===== config.mk =====
export PLATFORM = sky130hd
export DESIGN_NAME = intensity_correlator_top
export DESIGN_NICKNAME = d
export VERILOG_FILES = /design/src/design/corr_config_pkg.sv /design/src/design/corr_frame_pkg.sv /design/src/design/pulse_if.sv /design/src/design/line_sampler.sv /design/src/design/lag_correlator.sv /design/src/design/frame_serializer.sv /design/src/design/intensity_correlator_top.sv
export SDC_FILE = /design/constraint.sdc
export NUM_CORES = 1
export LEC_CHECK = 0
export ABC_AREA = 0
export BUFFER_PORTS_ARGS = -buffer_cell sky130_fd_sc_hd__buf_2
export CAP_MARGIN = 20
export CORE_MARGIN = 2
export CORE_UTILIZATION = 66
export CTS_BUF_LIST = sky130_fd_sc_hd__clkbuf_8
export CTS_CLUSTER_SIZE = 8
export DETAILED_ROUTE_END_ITERATION = 10
export PLACE_DENSITY = 0.84
export SLEW_MARGIN = 20
export SYNTH_ARGS = -nofsm -noshare
export SYNTH_HDL_FRONTEND = slang
export SYNTH_HIERARCHICAL = 1
export SYNTH_SLANG_ARGS = --single-unit

===== constraint.sdc =====
create_clock -name pllclk -period 10.3 [get_ports pllclk]
set_input_delay 2.06 -clock pllclk [delete_from_list [all_inputs] [get_ports pllclk]]
set_output_delay 2.06 -clock pllclk [all_outputs]
set_load 0.02 [all_outputs]

===== src/design/corr_config_pkg.sv =====
// correlator configuration package: parameter defaults and the sample counter type.
`default_nettype none

package corr_config_pkg;

	// ******************************
	// default core dimensions
	// ******************************

	// number of detector lines sampled in parallel.
	parameter int NUM_INPUTS_DEF = 4;

	// auto-correlation lags per line, lag 1 up to this value.
	parameter int LAG_AUTO_DEF = 2;

	// width of every saturating accumulator.
	parameter int RESOLUTION_DEF = 16;

	// ******************************
	// shared vector types
	// ******************************

	// samples seen inside one integration window, saturating.
	typedef logic [31:0] sample_count_t;

endpackage

`default_nettype wire


===== src/design/corr_frame_pkg.sv =====
// frame package: field widths, header and nibble types, header builder, serializer states.
`default_nettype none

package corr_frame_pkg;

	// ******************************
	// frame layout
	// ******************************

	parameter int HEADER_BITS = 16; // configuration word at the head of each frame.
	parameter int COUNT_BITS = 32; // window sample count that follows the header.

	typedef logic [HEADER_BITS-1:0] header_t;
	typedef logic [3:0] nibble_t; // one hex digit on the output.

	// serializer FSM.
	typedef enum logic {
		ser_idle,
		ser_send
	} ser_state_t;

	// packs the core dimensions into the header word.
	function automatic header_t make_header(int num_inputs, int lag_auto, int resolution);
		header_t h;
		h[15:12] = 4'(num_inputs - 1); // line count minus one.
		h[11:8] = 4'(lag_auto);
		h[7:0] = 8'(resolution);
		return h;
	endfunction

endpackage

`default_nettype wire


===== src/design/pulse_if.sv =====
// pulse_if and result_if interfaces between the sampler, correlator and serializer stages.
`default_nettype none

interface pulse_if #(
	parameter int NUM_INPUTS = corr_config_pkg::NUM_INPUTS_DEF
);
	logic [NUM_INPUTS-1:0] pulses; // one-cycle edge strobes, one per line.
	logic active; // sample was taken with integrate high.
	logic window_start;
	logic window_end;

	modport source (output pulses, active, window_start, window_end);
	modport sink (input pulses, active, window_start, window_end);
endinterface

interface result_if #(
	parameter int NUM_INPUTS = corr_config_pkg::NUM_INPUTS_DEF,
	parameter int LAG_AUTO = corr_config_pkg::LAG_AUTO_DEF,
	parameter int RESOLUTION = corr_config_pkg::RESOLUTION_DEF
);
	localparam int NUM_PAIRS = NUM_INPUTS * (NUM_INPUTS - 1) / 2;

	logic [NUM_INPUTS*RESOLUTION-1:0] counts;
	logic [NUM_INPUTS*LAG_AUTO*RESOLUTION-1:0] autos; // line-major, lag 1 first.
	logic [NUM_PAIRS*RESOLUTION-1:0] crosses; // pair order (0,1), (0,2) and on.
	corr_config_pkg::sample_count_t sample_count;
	logic results_valid;

	modport source (output counts, autos, crosses, sample_count, results_valid);
	modport sink (input counts, autos, crosses, sample_count, results_valid);
endinterface

`default_nettype wire


===== src/design/line_sampler.sv =====
// line_sampler: input registers, invert mask, rising-edge detection and window strobes.
`default_nettype none

module line_sampler #(
	parameter int NUM_INPUTS = corr_config_pkg::NUM_INPUTS_DEF
) (
	input wire pllclk,
	input wire reset,
	input wire [NUM_INPUTS-1:0] line_in,
	input wire [NUM_INPUTS-1:0] invert,
	input wire integrate,
	pulse_if.source pulse_out
);

	typedef logic [NUM_INPUTS-1:0] line_t;

	line_t line_q; // first stage, already inverted where asked.
	line_t line_prev; // sample before line_q, for edge detection.
	logic integ_q;

	// ******************************
	// stage one: input registers
	// ******************************

	always_ff @(posedge pllclk) begin
		line_q <= line_in ^ invert;
		if (reset) begin
			integ_q <= 1'b0;
		end else begin
			integ_q <= integrate;
		end
	end

	// ******************************
	// stage two: edges and window
	// ******************************

	// line_prev keeps tracking during reset so that a line already high is no edge.
	always_ff @(posedge pllclk) begin
		line_prev <= line_q;
		if (reset) begin
			pulse_out.pulses <= '0;
			pulse_out.active <= 1'b0;
			pulse_out.window_start <= 1'b0;
			pulse_out.window_end <= 1'b0;
		end else begin
			pulse_out.pulses <= line_q & ~line_prev;
			pulse_out.active <= integ_q;
			pulse_out.window_start <= integ_q & ~pulse_out.active; // first active sample.
			pulse_out.window_end <= ~integ_q & pulse_out.active; // first sample after the run.
		end
	end

endmodule

`default_nettype wire


===== src/design/lag_correlator.sv =====
// lag_correlator: pulse history plus saturating count, auto-lag, baseline and sample accumulators.
`default_nettype none

module lag_correlator #(
	parameter int NUM_INPUTS = corr_config_pkg::NUM_INPUTS_DEF,
	parameter int LAG_AUTO = corr_config_pkg::LAG_AUTO_DEF,
	parameter int RESOLUTION = corr_config_pkg::RESOLUTION_DEF
) (
	input wire pllclk,
	input wire reset,
	pulse_if.sink pulse_in,
	result_if.source result_out
);

	localparam int NUM_PAIRS = NUM_INPUTS * (NUM_INPUTS - 1) / 2;
	localparam int NUM_FIELDS = NUM_INPUTS + NUM_INPUTS * LAG_AUTO + NUM_PAIRS;

	typedef logic [NUM_INPUTS-1:0] line_t;
	typedef logic [RESOLUTION-1:0] acc_t;

	line_t hist [LAG_AUTO]; // hist[d] holds the pulses of d+1 samples ago.
	acc_t counts_q [NUM_INPUTS];
	acc_t autos_q [NUM_INPUTS][LAG_AUTO];
	acc_t crosses_q [NUM_PAIRS];
	corr_config_pkg::sample_count_t sample_q;
	logic [NUM_FIELDS*RESOLUTION-1:0] all_acc;

	// loads the increment at window start, otherwise adds it and holds at full scale.
	function automatic acc_t acc_next(acc_t cur, logic inc, logic load);
		return load ? acc_t'(inc) : cur + acc_t'(inc && (cur != '1));
	endfunction

	// ******************************
	// history and result strobe
	// ******************************

	always_ff @(posedge pllclk) begin
		if (reset) begin
			for (int d = 0; d < LAG_AUTO; d++) begin
				hist[d] <= '0;
			end
			result_out.results_valid <= 1'b0;
		end else begin
			hist[0] <= pulse_in.pulses; // edges before the window still pair up.
			for (int d = 1; d < LAG_AUTO; d++) begin
				hist[d] <= hist[d-1];
			end
			result_out.results_valid <= pulse_in.window_end;
		end
	end

	// ******************************
	// accumulators
	// ******************************

	always_ff @(posedge pllclk) begin
		if (pulse_in.active) begin
			for (int i = 0; i < NUM_INPUTS; i++) begin
				counts_q[i] <= acc_next(counts_q[i], pulse_in.pulses[i], pulse_in.window_start);
				for (int d = 0; d < LAG_AUTO; d++) begin
					autos_q[i][d] <= acc_next(autos_q[i][d], pulse_in.pulses[i] & hist[d][i],
						pulse_in.window_start);
				end
			end
			if (pulse_in.window_start) begin
				sample_q <= 32'd1;
			end else begin
				sample_q <= sample_q + 32'(sample_q != '1);
			end
		end
	end

	genvar gi, gj, gd;
	generate
		for (gi = 0; gi < NUM_INPUTS; gi++) begin : g_line
			assign result_out.counts[gi*RESOLUTION +: RESOLUTION] = counts_q[gi];
			for (gd = 0; gd < LAG_AUTO; gd++) begin : g_lag
				assign result_out.autos[(gi*LAG_AUTO+gd)*RESOLUTION +: RESOLUTION] =
					autos_q[gi][gd];
			end
			for (gj = gi + 1; gj < NUM_INPUTS; gj++) begin : g_pair
				localparam int P = gi * (2 * NUM_INPUTS - gi - 1) / 2 + gj - gi - 1;
				always_ff @(posedge pllclk) begin
					if (pulse_in.active) begin
						crosses_q[P] <= acc_next(crosses_q[P],
							pulse_in.pulses[gi] & pulse_in.pulses[gj], pulse_in.window_start);
					end
				end
				assign result_out.crosses[P*RESOLUTION +: RESOLUTION] = crosses_q[P];
			end
		end
	endgenerate

	assign result_out.sample_count = sample_q;
	assign all_acc = {result_out.crosses, result_out.autos, result_out.counts};

	// ******************************
	// checks
	// ******************************

	valid_one_cycle: assert property (
		@(posedge pllclk) disable iff (reset)
		result_out.results_valid |=> !result_out.results_valid
	) else $error("results_valid held for two cycles");

	generate
		for (gi = 0; gi < NUM_FIELDS; gi++) begin : g_mono
			acc_monotonic: assert property (
				@(posedge pllclk) disable iff (reset)
				(pulse_in.active && !pulse_in.window_start) |=>
					all_acc[gi*RESOLUTION +: RESOLUTION] >=
					$past(all_acc[gi*RESOLUTION +: RESOLUTION])
			) else $error("accumulator %0d decreased inside a window", gi);
		end
	endgenerate

	samples_monotonic: assert property (
		@(posedge pllclk) disable iff (reset)
		(pulse_in.active && !pulse_in.window_start) |=> sample_q >= $past(sample_q)
	) else $error("sample count decreased inside a window");

endmodule

`default_nettype wire


===== src/design/frame_serializer.sv =====
// frame_serializer: builds the result frame and shifts it out one nibble per clock.
`default_nettype none

module frame_serializer #(
	parameter int NUM_INPUTS = corr_config_pkg::NUM_INPUTS_DEF,
	parameter int LAG_AUTO = corr_config_pkg::LAG_AUTO_DEF,
	parameter int RESOLUTION = corr_config_pkg::RESOLUTION_DEF
) (
	input wire pllclk,
	input wire reset,
	result_if.sink result_in,
	output corr_frame_pkg::nibble_t nibble,
	output logic nibble_valid,
	output logic frame_busy,
	output logic overrun
);

	localparam int NUM_PAIRS = NUM_INPUTS * (NUM_INPUTS - 1) / 2;
	localparam int NUM_FIELDS = NUM_INPUTS + NUM_INPUTS * LAG_AUTO + NUM_PAIRS;
	localparam int FRAME_BITS = corr_frame_pkg::HEADER_BITS + corr_frame_pkg::COUNT_BITS
		+ NUM_FIELDS * RESOLUTION;
	localparam int FRAME_NIBBLES = (FRAME_BITS + 3) / 4; // the tail is zero padded.
	localparam int FRAME_W = FRAME_NIBBLES * 4;
	localparam int CNT_W = $clog2(FRAME_NIBBLES);
	localparam int COUNTS_TOP = FRAME_W - corr_frame_pkg::HEADER_BITS
		- corr_frame_pkg::COUNT_BITS - 1;
	localparam int AUTOS_TOP = COUNTS_TOP - NUM_INPUTS * RESOLUTION;
	localparam int CROSSES_TOP = AUTOS_TOP - NUM_INPUTS * LAG_AUTO * RESOLUTION;
	localparam corr_frame_pkg::header_t HEADER =
		corr_frame_pkg::make_header(NUM_INPUTS, LAG_AUTO, RESOLUTION);

	typedef logic [FRAME_W-1:0] frame_t;
	typedef logic [CNT_W-1:0] nib_count_t;

	corr_frame_pkg::ser_state_t state;
	frame_t frame_word;
	frame_t shreg; // current nibble sits at the top.
	nib_count_t remaining; // nibbles left after the one on the output.

	// ******************************
	// frame assembly
	// ******************************

	// lowest index first within each field group.
	always_comb begin
		frame_word = '0;
		frame_word[FRAME_W-1 -: corr_frame_pkg::HEADER_BITS] = HEADER;
		frame_word[FRAME_W-corr_frame_pkg::HEADER_BITS-1 -: corr_frame_pkg::COUNT_BITS] =
			result_in.sample_count;
		for (int i = 0; i < NUM_INPUTS; i++) begin
			frame_word[COUNTS_TOP - i*RESOLUTION -: RESOLUTION] =
				result_in.counts[i*RESOLUTION +: RESOLUTION];
		end
		for (int f = 0; f < NUM_INPUTS * LAG_AUTO; f++) begin
			frame_word[AUTOS_TOP - f*RESOLUTION -: RESOLUTION] =
				result_in.autos[f*RESOLUTION +: RESOLUTION];
		end
		for (int p = 0; p < NUM_PAIRS; p++) begin
			frame_word[CROSSES_TOP - p*RESOLUTION -: RESOLUTION] =
				result_in.crosses[p*RESOLUTION +: RESOLUTION];
		end
	end

	// ******************************
	// output FSM
	// ******************************

	always_ff @(posedge pllclk) begin
		if (reset) begin
			state <= corr_frame_pkg::ser_idle;
			remaining <= '0;
			overrun <= 1'b0;
		end else begin
			case (state)
				corr_frame_pkg::ser_idle: begin
					if (result_in.results_valid) begin
						state <= corr_frame_pkg::ser_send;
						remaining <= nib_count_t'(FRAME_NIBBLES - 1);
					end
				end
				default: begin
					if (remaining == '0) begin
						state <= corr_frame_pkg::ser_idle;
					end
					remaining <= remaining - 1'b1;
				end
			endcase
			if (result_in.results_valid && state == corr_frame_pkg::ser_send) begin
				overrun <= 1'b1; // frame dropped, sticky until reset.
			end
		end
	end

	always_ff @(posedge pllclk) begin
		if (state == corr_frame_pkg::ser_idle) begin
			shreg <= frame_word;
		end else begin
			shreg <= shreg << 4;
		end
	end

	assign nibble = shreg[FRAME_W-1 -: 4];
	assign nibble_valid = (state == corr_frame_pkg::ser_send);
	assign frame_busy = (state == corr_frame_pkg::ser_send);

endmodule

`default_nettype wire


===== src/design/intensity_correlator_top.sv =====
// intensity_correlator_top: sampler, correlator and serializer pipeline with plain ports.
`default_nettype none

module intensity_correlator_top #(
	parameter int NUM_INPUTS = corr_config_pkg::NUM_INPUTS_DEF,
	parameter int LAG_AUTO = corr_config_pkg::LAG_AUTO_DEF,
	parameter int RESOLUTION = corr_config_pkg::RESOLUTION_DEF
) (
	input wire pllclk,
	input wire reset,
	input wire [NUM_INPUTS-1:0] line_in,
	input wire [NUM_INPUTS-1:0] invert,
	input wire integrate,
	output corr_frame_pkg::nibble_t nibble,
	output logic nibble_valid,
	output logic frame_busy,
	output logic overrun
);

	// ******************************
	// stage links
	// ******************************

	pulse_if #(.NUM_INPUTS(NUM_INPUTS)) pulse_link ();

	result_if #(
		.NUM_INPUTS(NUM_INPUTS),
		.LAG_AUTO(LAG_AUTO),
		.RESOLUTION(RESOLUTION)
	) result_link ();

	// ******************************
	// pipeline
	// ******************************

	line_sampler #(.NUM_INPUTS(NUM_INPUTS)) i_sampler (
		.pllclk(pllclk),
		.reset(reset),
		.line_in(line_in),
		.invert(invert),
		.integrate(integrate),
		.pulse_out(pulse_link.source)
	);

	lag_correlator #(
		.NUM_INPUTS(NUM_INPUTS),
		.LAG_AUTO(LAG_AUTO),
		.RESOLUTION(RESOLUTION)
	) i_correlator (
		.pllclk(pllclk),
		.reset(reset),
		.pulse_in(pulse_link.sink),
		.result_out(result_link.source)
	);

	frame_serializer #(
		.NUM_INPUTS(NUM_INPUTS),
		.LAG_AUTO(LAG_AUTO),
		.RESOLUTION(RESOLUTION)
	) i_serializer (
		.pllclk(pllclk),
		.reset(reset),
		.result_in(result_link.sink),
		.nibble(nibble),
		.nibble_valid(nibble_valid),
		.frame_busy(frame_busy),
		.overrun(overrun)
	);

endmodule

`default_nettype wire


==> Yosys cells after proc, flatten, opt, wreduce, memory -nomap -nowiden <==
Memories as Yosys holds them, arrays and structs flattened.
Cells that the tools add are included.
{ "classes": {"addsub": 20, "eq_ne": 19, "n_mux": 31, "bitwise_logic": 23, "reduce_logical": 21} }
{ "op_table": {"columns": ["op", "n"], "rows": [
  ["$mux W320", 1],
  ["$add A16 B1 Y16", 18],
  ["$mux W16", 18],
  ["$ne A16 B16 Y1 const B", 18],
  ["$add A32 B1 Y32", 1],
  ["$ne A32 B32 Y1 const B", 1],
  ["$logic_and A1 B1 Y1", 19],
  ["$and A1 B1 Y1", 16],
  ["$mux W7", 2],
  ["$mux W1", 8],
  ["$mux W4", 2],
  ["$logic_not A7 Y1", 1],
  ["$sub A7 B1 Y7 const B", 1],
  ["$and A4 B4 Y4", 1],
  ["$not A4 Y4", 1],
  ["$xor A4 B4 Y4", 1],
  ["$not A1 Y1", 2],
  ["$or A1 B1 Y1", 2],
  ["$reduce_bool A2 Y1", 1]
]} }
{ "totals": {"register_bits": 394, "mem_bits_rw": 296, "in_bits": 11, "out_inout_bits": 7, "word_cells": 133, "n_memories": 4} }
{ "mem_list": {"columns": ["memory", "words", "width", "read_ports", "rd_clocked_by_memory_dff", "write_ports", "line_no", "text"], "rows": [
  ["i_correlator.autos_q", 4, 32, 4, 0, 4, "lag_correlator.sv:23", "acc_t autos_q [NUM_INPUTS][LAG_AUTO];"],
  ["i_correlator.crosses_q", 6, 16, 6, 0, 6, "lag_correlator.sv:24", "acc_t crosses_q [NUM_PAIRS];"],
  ["i_correlator.counts_q", 4, 16, 4, 0, 4, "lag_correlator.sv:22", "acc_t counts_q [NUM_INPUTS];"],
  ["i_correlator.hist", 2, 4, 2, 0, 2, "lag_correlator.sv:21", "line_t hist [LAG_AUTO];"]
]} }

==> Logic depth before layout (Yosys ltp) <==
Gate-level depths: netlist (run 1).
An unclocked memory read counts as a cell.
{ "depth": {"ltp_word": 5, "depth_mapped": 11, "mapped_depth_nobuf": 10} }

==> By module <==
Netlist (run 1), hierarchy kept.
{ "modules_own_cells": {"columns": ["mod", "n_inst", "cells_per_inst", "area_each_um2", "seq_area_each_um2"], "rows": [
  ["lag_correlator", 1, 1673, 17853.4, 9789.4],
  ["frame_serializer", 1, 757, 11050.6, 6906.6],
  ["line_sampler", 1, 28, 417.9, 320.3]
]} }

==> Worst setup path after synthesis (run 1) <==
No wires, ideal clock.
{ "synth_path": {"kind": "reg-to-reg", "from": "register i_sampler.pulse_out.active", "to": "memory i_correlator/autos_q[0][0] in the netlist's numbering (enable)", "setup_ps": 715, "t_arrival_ps": 7316, "required_time_ps": 9585, "slack_ps": 2269, "stages_incl_launch_ff": 1, "n_path_buf": 0, "synth_period_minus_slack_ps": 8031, "path_cell_list": "dfxtp_1"} }
{ "synth_lines": {"columns": ["item", "line_no", "text"], "rows": [
  ["start: declaration", "pulse_if.sv:12", "modport source (output pulses, active, window_start, window_end);"],
  ["start signal: assignment", "line_sampler.sv:48", "pulse_out.active <= integ_q;"],
  ["end: declaration", "lag_correlator.sv:23", null]
]} }

==> Worst setup path in the final report (run 1) <==
{ "layout_path": {"from": "register i_serializer.state (netlist: i_serializer/frame_busy)", "to": "output nibble_valid"} }
{ "layout_lines": {"columns": ["item", "line_no", "text"], "rows": [
  ["start: declaration", "frame_serializer.sv:35", "corr_frame_pkg::ser_state_t state;"],
  ["start signal: assignment", "frame_serializer.sv:70", "state <= corr_frame_pkg::ser_idle;"],
  ["start signal: assignment", "frame_serializer.sv:77", "state <= corr_frame_pkg::ser_send;"],
  ["start signal: assignment", "frame_serializer.sv:83", "state <= corr_frame_pkg::ser_idle;"],
  ["end: declaration", "intensity_correlator_top.sv:15", "output logic nibble_valid,"]
]} }
No word-level cell between the ends.

==> metrics, run 1 <==
fill count=2971; asr flop ratio synth=0; Die W=~210 um; unrepaired setup endpoints after global routing=false; Worst-Skew Late Latency=0.68 ns; Slew headroom=0.2669; Crit path largest cell delay=between 0.7 and 0.8 ns; CP cell instances=buf_2; first-pass GRT wire length=roughly 92 mm; post-synth top area cell=edfxtp_1; area grow syn2layout=8.722%; Mapped Area=29320 um2; minimum clock period=3.794 ns; met2 usage=0.3924; Lkg Pwr=11.28 nW; antenna violations before repair=0; Unique masters post-synth=47; Die Ht=214.8 um; WL/cell=17.42 um; Syn Nets=2518; Clock Sinks=690; Hold Path Class=flip-flop to flip-flop; vias in the first global route=18950; ys flop type=dfxtp_1; 1st-iter DRT viols=1559; DP Wirelength=32.94 mm; largest net degree at the start of global routing=176; slowest stage cell on the critical path=dfxtp_4; Post-Place Cells=2971; setup_tns=0 ns; VDD IR max=between 0.0001 and 0.00015 V; met3 Use GR=0.04232; worst hold margin=0.3521 ns; Finish-stage setup viols=0; final hold vios=0; final wirelength=55.24 mm; crit-path max FO=47; crit path kind=flip-flop to primary output; Critical Path RT=between 8 and 9 ns; total track usage=0.2386; kind of cell adding the most delay to the critical path=flip-flops; #FFs+latches synth=690; EDFF count, synth=between 300 and 400; post-synthesis cell count=2458; port bufs=17; total number of vias=18745; Max-Cap Viols=0; number of I/O pins=18; Nets=about 2500; layout cells sized above 1=0.2001; total setup buffers inserted after CTS=0; core area=44030 um2; most instantiated cells after synthesis=dfxtp_1 (370), mux2_2 (327), edfxtp_1 (320), nor2_1 (230), nand3_1 (130); Root Buffer=clkbuf_8; pwr/cell area=169.6 nW/um2; met1 Track Usage GR=0.3204; final-report max-slew violation count=0; placed cell area=approximately 30000 um2; die area=46130 um2; Syn Area/Cell=11.93 um2; Post-CTS Resized=0; CTS Hold Bufs=0; non-filler instance count after layout=3171; CTS tree=yes; CP startpoint kind=flip-flop; final instance area=31880 um2; Worst Skew=0.02037 ns; Detail Route Antenna Nets=0; Antenna Cells=0; TritonRoute pass-1 iters=5; Arr. time, crit path=1.73 ns; total power draw=5.406 mW; CTS Buf Count=107; grt ovf=0; area share of the largest cell type after synthesis=0.3277; Tcrit/Tclk final=0.3683; clk buf depth=3; num rows=77; DR DRC count=0; Vias/cell=5.911; Synth area leaders=edfxtp_1 (33%), dfxtp_1 (25%), mux2_2 (13%), xor2_1 (3.3%), nor2_1 (2.9%); critical path buffer and inverter count=1; status=completed; Seq/Total Area, Yosys=0.5803; Fmax achieved=between 0.2 and 0.3 GHz; Slew @ Worst Pin=1.100 ns; Worst Setup End Kind=primary output; GRT busiest layer=met2; final RePlAce weighted congestion=0.8110; Clk pin slew, worst setup/hold paths=0.06 ns; initial core utilization=0.6660; most common cell in the netlist=dfxtp_1; Syn. warnings=6; H-tree depth=3
## metrics by stage
| stage | util | setup slack (ns) |
|---|---|---|
| 6_report | 0.7241 | 6.506 |
| 5_1_grt | 0.7241 | 6.404 |
| 4_1_cts | 0.7241 | 6.435 |
| 3_5_place_dp | 0.6760 | 6.937 |
| 3_3_place_gp | 0.6760 | 6.993 |
| 2_1_floorplan | - | 2.269 |
## power breakdown
group	internal [mW]	switching (mW)
clock network	1.17	1.03
registers	2.96	0.0737
logic	0.0824	0.0924
total	4.21	1.20
## state kept, by name, indices dropped and copies added (netlist names)
| signal | flops |
|---|---|
| i_sampler/pulse_out.window_end | 1 |
| i_serializer/shreg | 336 |
| i_sampler/line_q | 4 |
| i_correlator/result_out.sample_count | 32 |
| i_correlator/result_out.results_valid | 1 |
| i_sampler/line_prev | 4 |
| i_serializer/remaining | 7 |
| i_sampler/pulse_out.pulses | 4 |
| i_correlator/crosses_q | 96 |
| i_sampler/pulse_out.active | 1 |
| i_sampler/pulse_out.window_start | 1 |
| i_correlator/hist | 8 |
| i_correlator/autos_q | 128 |
| i_serializer/frame_busy | 1 |
| i_correlator/counts_q | 64 |
| i_sampler/integ_q | 1 |
| i_serializer/overrun | 1 |
## cells by family (layout without fill, tap and decap cells)
family / count (synthesis) / after routing / synth area share
AND/OR/NAND/NOR: 845 / 845 / 0.1522
AO/OA/AOI/OAI: 180 / 180 / 0.03525
flip-flops: 690 / 690 / 0.5803
multiplexers: 327 / 327 / 0.1256
adder cells (fa/ha/maj): 49 / 49 / 0.02091
XOR/XNOR: 208 / 208 / 0.06213
buffers and inverters: 159 / 280 / 0.02364
## layout make-up
cell class	count	area [um2]	share of cell area
clock inverters	66	274.0	0.008595
clock buffers	134	1844	0.05785
multi-input cells	1609	11610	0.3643
inverters	54	202.7	0.006358
well taps	592	740.7	0.02323
flip-flops and latches	690	17030	0.5341
repair buffers	26	177.7	0.005573
## layer usage
layer | part of all wire | vias up
met2 | 0.49 | 456
met5 | 0 | -
met4 | 0.025 | 0
met1 | 0.45 | 9149
met3 | 0.042 | 140
li1 | - | 9000
## cells in the final DEF (no fill, tap or decap), drive strengths merged, types with 3 or more instances in the layout
cell,instances
clkinv,6
mux2,327
buf,26
nand4,96
nor3b,8
or3,57
a211oi,7
edfxtp,320
nor2,230
inv,111
nor2b,42
or2,8
nand2,82
clkbuf,134
and2,27
nor3,30
nand2b,4
and3,29
xnor2,97
o311a,6
dfxtp,370
nor4b,4
nor4,41
o21ai,62
and4,28
xor2,111
a21oi,77
or4,22
clkinvlp,3
o31a,4
o31ai,19
nand3,132
ha,49
## final timing paths
| check | from | to | slack, ns | cells after the start |
|---|---|---|---|---|
| worst min-delay path | i_sampler/line_q[0] | i_sampler/line_prev[0] | 0.35 | 0 |
| worst max register to register | i_sampler/pulse_out.window_start | i_correlator/counts_q[1][0] | 6.92 | 3 |
| worst min register to register | i_sampler/line_q[0] | i_sampler/line_prev[0] | 0.35 | 0 |
| worst max-delay path | i_serializer/frame_busy | nibble_valid | 6.51 | 1 |
(Power assumes the default switching activity.)
==> inputs of run 2 (changes only) <==
==> constraint.sdc (replaced) <==
create_clock -name pllclk -period 3.9 [get_ports pllclk]
set_input_delay 0.78 -clock pllclk [delete_from_list [all_inputs] [get_ports pllclk]]
set_output_delay 0.78 -clock pllclk [all_outputs]
set_load 0.02 [all_outputs]
==> metrics, run 2 (synthesized netlist as in run 1, its figures left out) <==
worst r2r dst=i_correlator/result_out.sample_count[18]; most common cell after layout, fill and taps aside=dfxtp_1; final-report max-slew violation count=0 (unchanged); VDD IR max=0.0003399 V (+170%); crit-path max FO=13 (-72%); Die W=214.8 um (unchanged); sequential share of power=0.564 (+0.003); non-filler instance count after layout=3176 (+0.16%); 1st-iter DRT viols=1460 (-6.4%); Arr. time, crit path=3.66 ns (+1.93 ns); CTS tree=yes; final hold vios=0 (unchanged); Slew @ Worst Pin=1.012 ns (-0.08760 ns); total setup buffers inserted after CTS=0 (unchanged); Largest register FFs=336 (unchanged); total number of vias=18843 (+0.52%); CP Capture Point=i_correlator/result_out.sample_count[18]; Clock Sinks=690 (unchanged); Worst Skew=0.01853 ns (-0.001846 ns); Slew headroom=0.3253 (+0.05840); grt ovf=0 (unchanged); Die Ht=214.8 um (unchanged); Fmax achieved=about 0.32 GHz; core area=44030 um2 (unchanged); vias in the first global route=18829 (-0.64%); fill count=2917 (-1.8%); layout cells sized above 1=0.1997 (-0.0003871); final wirelength=54.36 mm (-1.6%); Max-Cap Viols=0 (unchanged); Detail Route Antenna Nets=0 (unchanged); port bufs=17 (unchanged); NetSw=3.108 mW (+160%); die area=46130 um2 (unchanged); Worst-Skew Late Latency=0.68 ns (about the same); largest net degree at the start of global routing=178 (+1.1%); num rows=77 (unchanged); Root Buffer=clkbuf_8; Regs by FF count=i_serializer/shreg (336), i_correlator/autos_q (128), i_correlator/crosses_q (96); CTS Buf Count=108 (+0.93%); initial core utilization=0.6660 (unchanged); final RePlAce weighted congestion=0.8356 (+3.0%); status=completed; Clk pin slew, worst setup/hold paths=0.06 ns (about the same); Vias/cell=5.933 (+0.36%); Critical Path RT=4.41 ns (-3.83 ns); Tcrit/Tclk final=0.8081; Worst Reg2Reg Path Length in Cells=9 (+6); total track usage=0.2346 (-0.004023); flop2flop setup slack=0.75 ns (-6.17 ns); DP Wirelength=32.68 mm (-0.80%); Clock power frac=0.403 (-0.003); setup_tns=0 ns (unchanged); Antenna Cells=0 (unchanged); Post-CTS Resized=0 (unchanged); Largest Register=i_serializer/shreg; crit path kind=flip-flop to flip-flop; CP startpoint kind=flip-flop; Nets=2555 (+0.27%); Logic pwr share=0.034 (+0.002); clk buf depth=3 (unchanged); WL/cell=17.12 um (-1.7%); antenna violations before repair=0 (unchanged); unrepaired setup endpoints after global routing=false; CP Launch Point=i_correlator/result_out.sample_count[11]; area grow syn2layout=8.927%; TritonRoute pass-1 iters=5 (unchanged); pwr/cell area=444.6 nW/um2 (+160%); most frequent cells in the layout=dfxtp_1 (367), mux2_2 (327), edfxtp_1 (320), nor2_1 (230), clkbuf_8 (133); number of I/O pins=18 (unchanged); CTS Hold Bufs=0 (unchanged); Post-Place Cells=2977 (+0.20%); Hold Path Class=input port to flip-flop; minimum clock period=3.152 ns; first-pass GRT wire length=91.09 mm (-1.2%); sw frac=0.2188 (-0.002297); Lkg Pwr=11.33 nW (+0.44%); DR DRC count=0 (unchanged); H-tree depth=3 (unchanged); Cell Int Power=11.09 mW (+160%); reg-to-reg startpoint=i_correlator/result_out.sample_count[11]; Worst Setup End Kind=flip-flop; Finish-stage setup viols=0 (unchanged)
[run 2: changes by cell type in the layout (fill, tap and decap cells not counted), sizes merged]
cell,before,now
clkbuf,134,133
buf,26,32
clkinv,6,7
inv,111,113
clkinvlp,3,0
[run 2: power by group through the flow]
stage                     clock network, mW  logic (mW)  registers [mW]
after global routing                   6.17       0.531            8.03
final                                  5.72       0.479            8.00
after floorplan                           0       0.355            8.11
after CTS                              5.84       0.482            8.00
after detailed placement                  0       0.476            8.15
after global placement                    0       0.455            8.14
[run 2: layout make-up]
type	count	area, um2	area share
flip-flops and latches	690	17030	0.5331
multi-input cells	1609	11610	0.3636
clock buffers	133	1831	0.05731
well taps	592	740.7	0.02319
repair buffers	32	272.8	0.008540
clock inverters	66	252.7	0.007913
inverters	54	202.7	0.006346
[run 2: worst min path at each step]
stage,start,endpoint,slack (ns),depth (start not counted)
after floorplan,i_sampler/line_q[1],i_sampler/line_prev[1],0.32,0
final,line_in[0],i_sampler/line_q[0],0.31,2
after CTS,line_in[0],i_sampler/line_q[0],0.26,2
after detailed placement,i_sampler/line_q[1],i_sampler/line_prev[1],0.33,0
after global routing,invert[0],i_sampler/line_q[0],0.27,2
after global placement,i_sampler/line_q[1],i_sampler/line_prev[1],0.33,0
[run 2: worst max-delay path: stages, from the launching register on]
cell and delay [ns]:
edfxtp_1 0.47, and4_1 0.27, nand4_1 0.33, or3_1 0.21, ha_1 0.20, ha_1 0.21, nand3_1 0.18, or3_4 0.46
or4_1 0.52, a21oi_1 0.15
[run 2: metrics by stage]
| stage | cell area, um2 | hold slack (ns) | utilization | setup WS [ns] | power (mW) |
|---|---|---|---|---|---|
| after floorplan | 29330 | 0.3215 | - | 1.017 | 8.466 |
| after global placement | 29860 | 0.3313 | 0.6781 | 0.9076 | 8.595 |
| after detailed placement | 29860 | 0.3314 | 0.6781 | 0.8279 | 8.628 |
| after CTS | 31940 | 0.2565 | 0.7254 | 0.7870 | 14.33 |
| after global routing | 31940 | 0.2739 | 0.7254 | 0.5606 | 14.73 |
| final | 31940 | 0.3137 | 0.7254 | 0.7483 | 14.20 |
[run 2: routing by layer]
layer,wire (um),GRT usage
met1,24060,0.3108
met2,26550,0.3916
met3,2532,0.04275
met4,1222,0.07847
met5,0,0
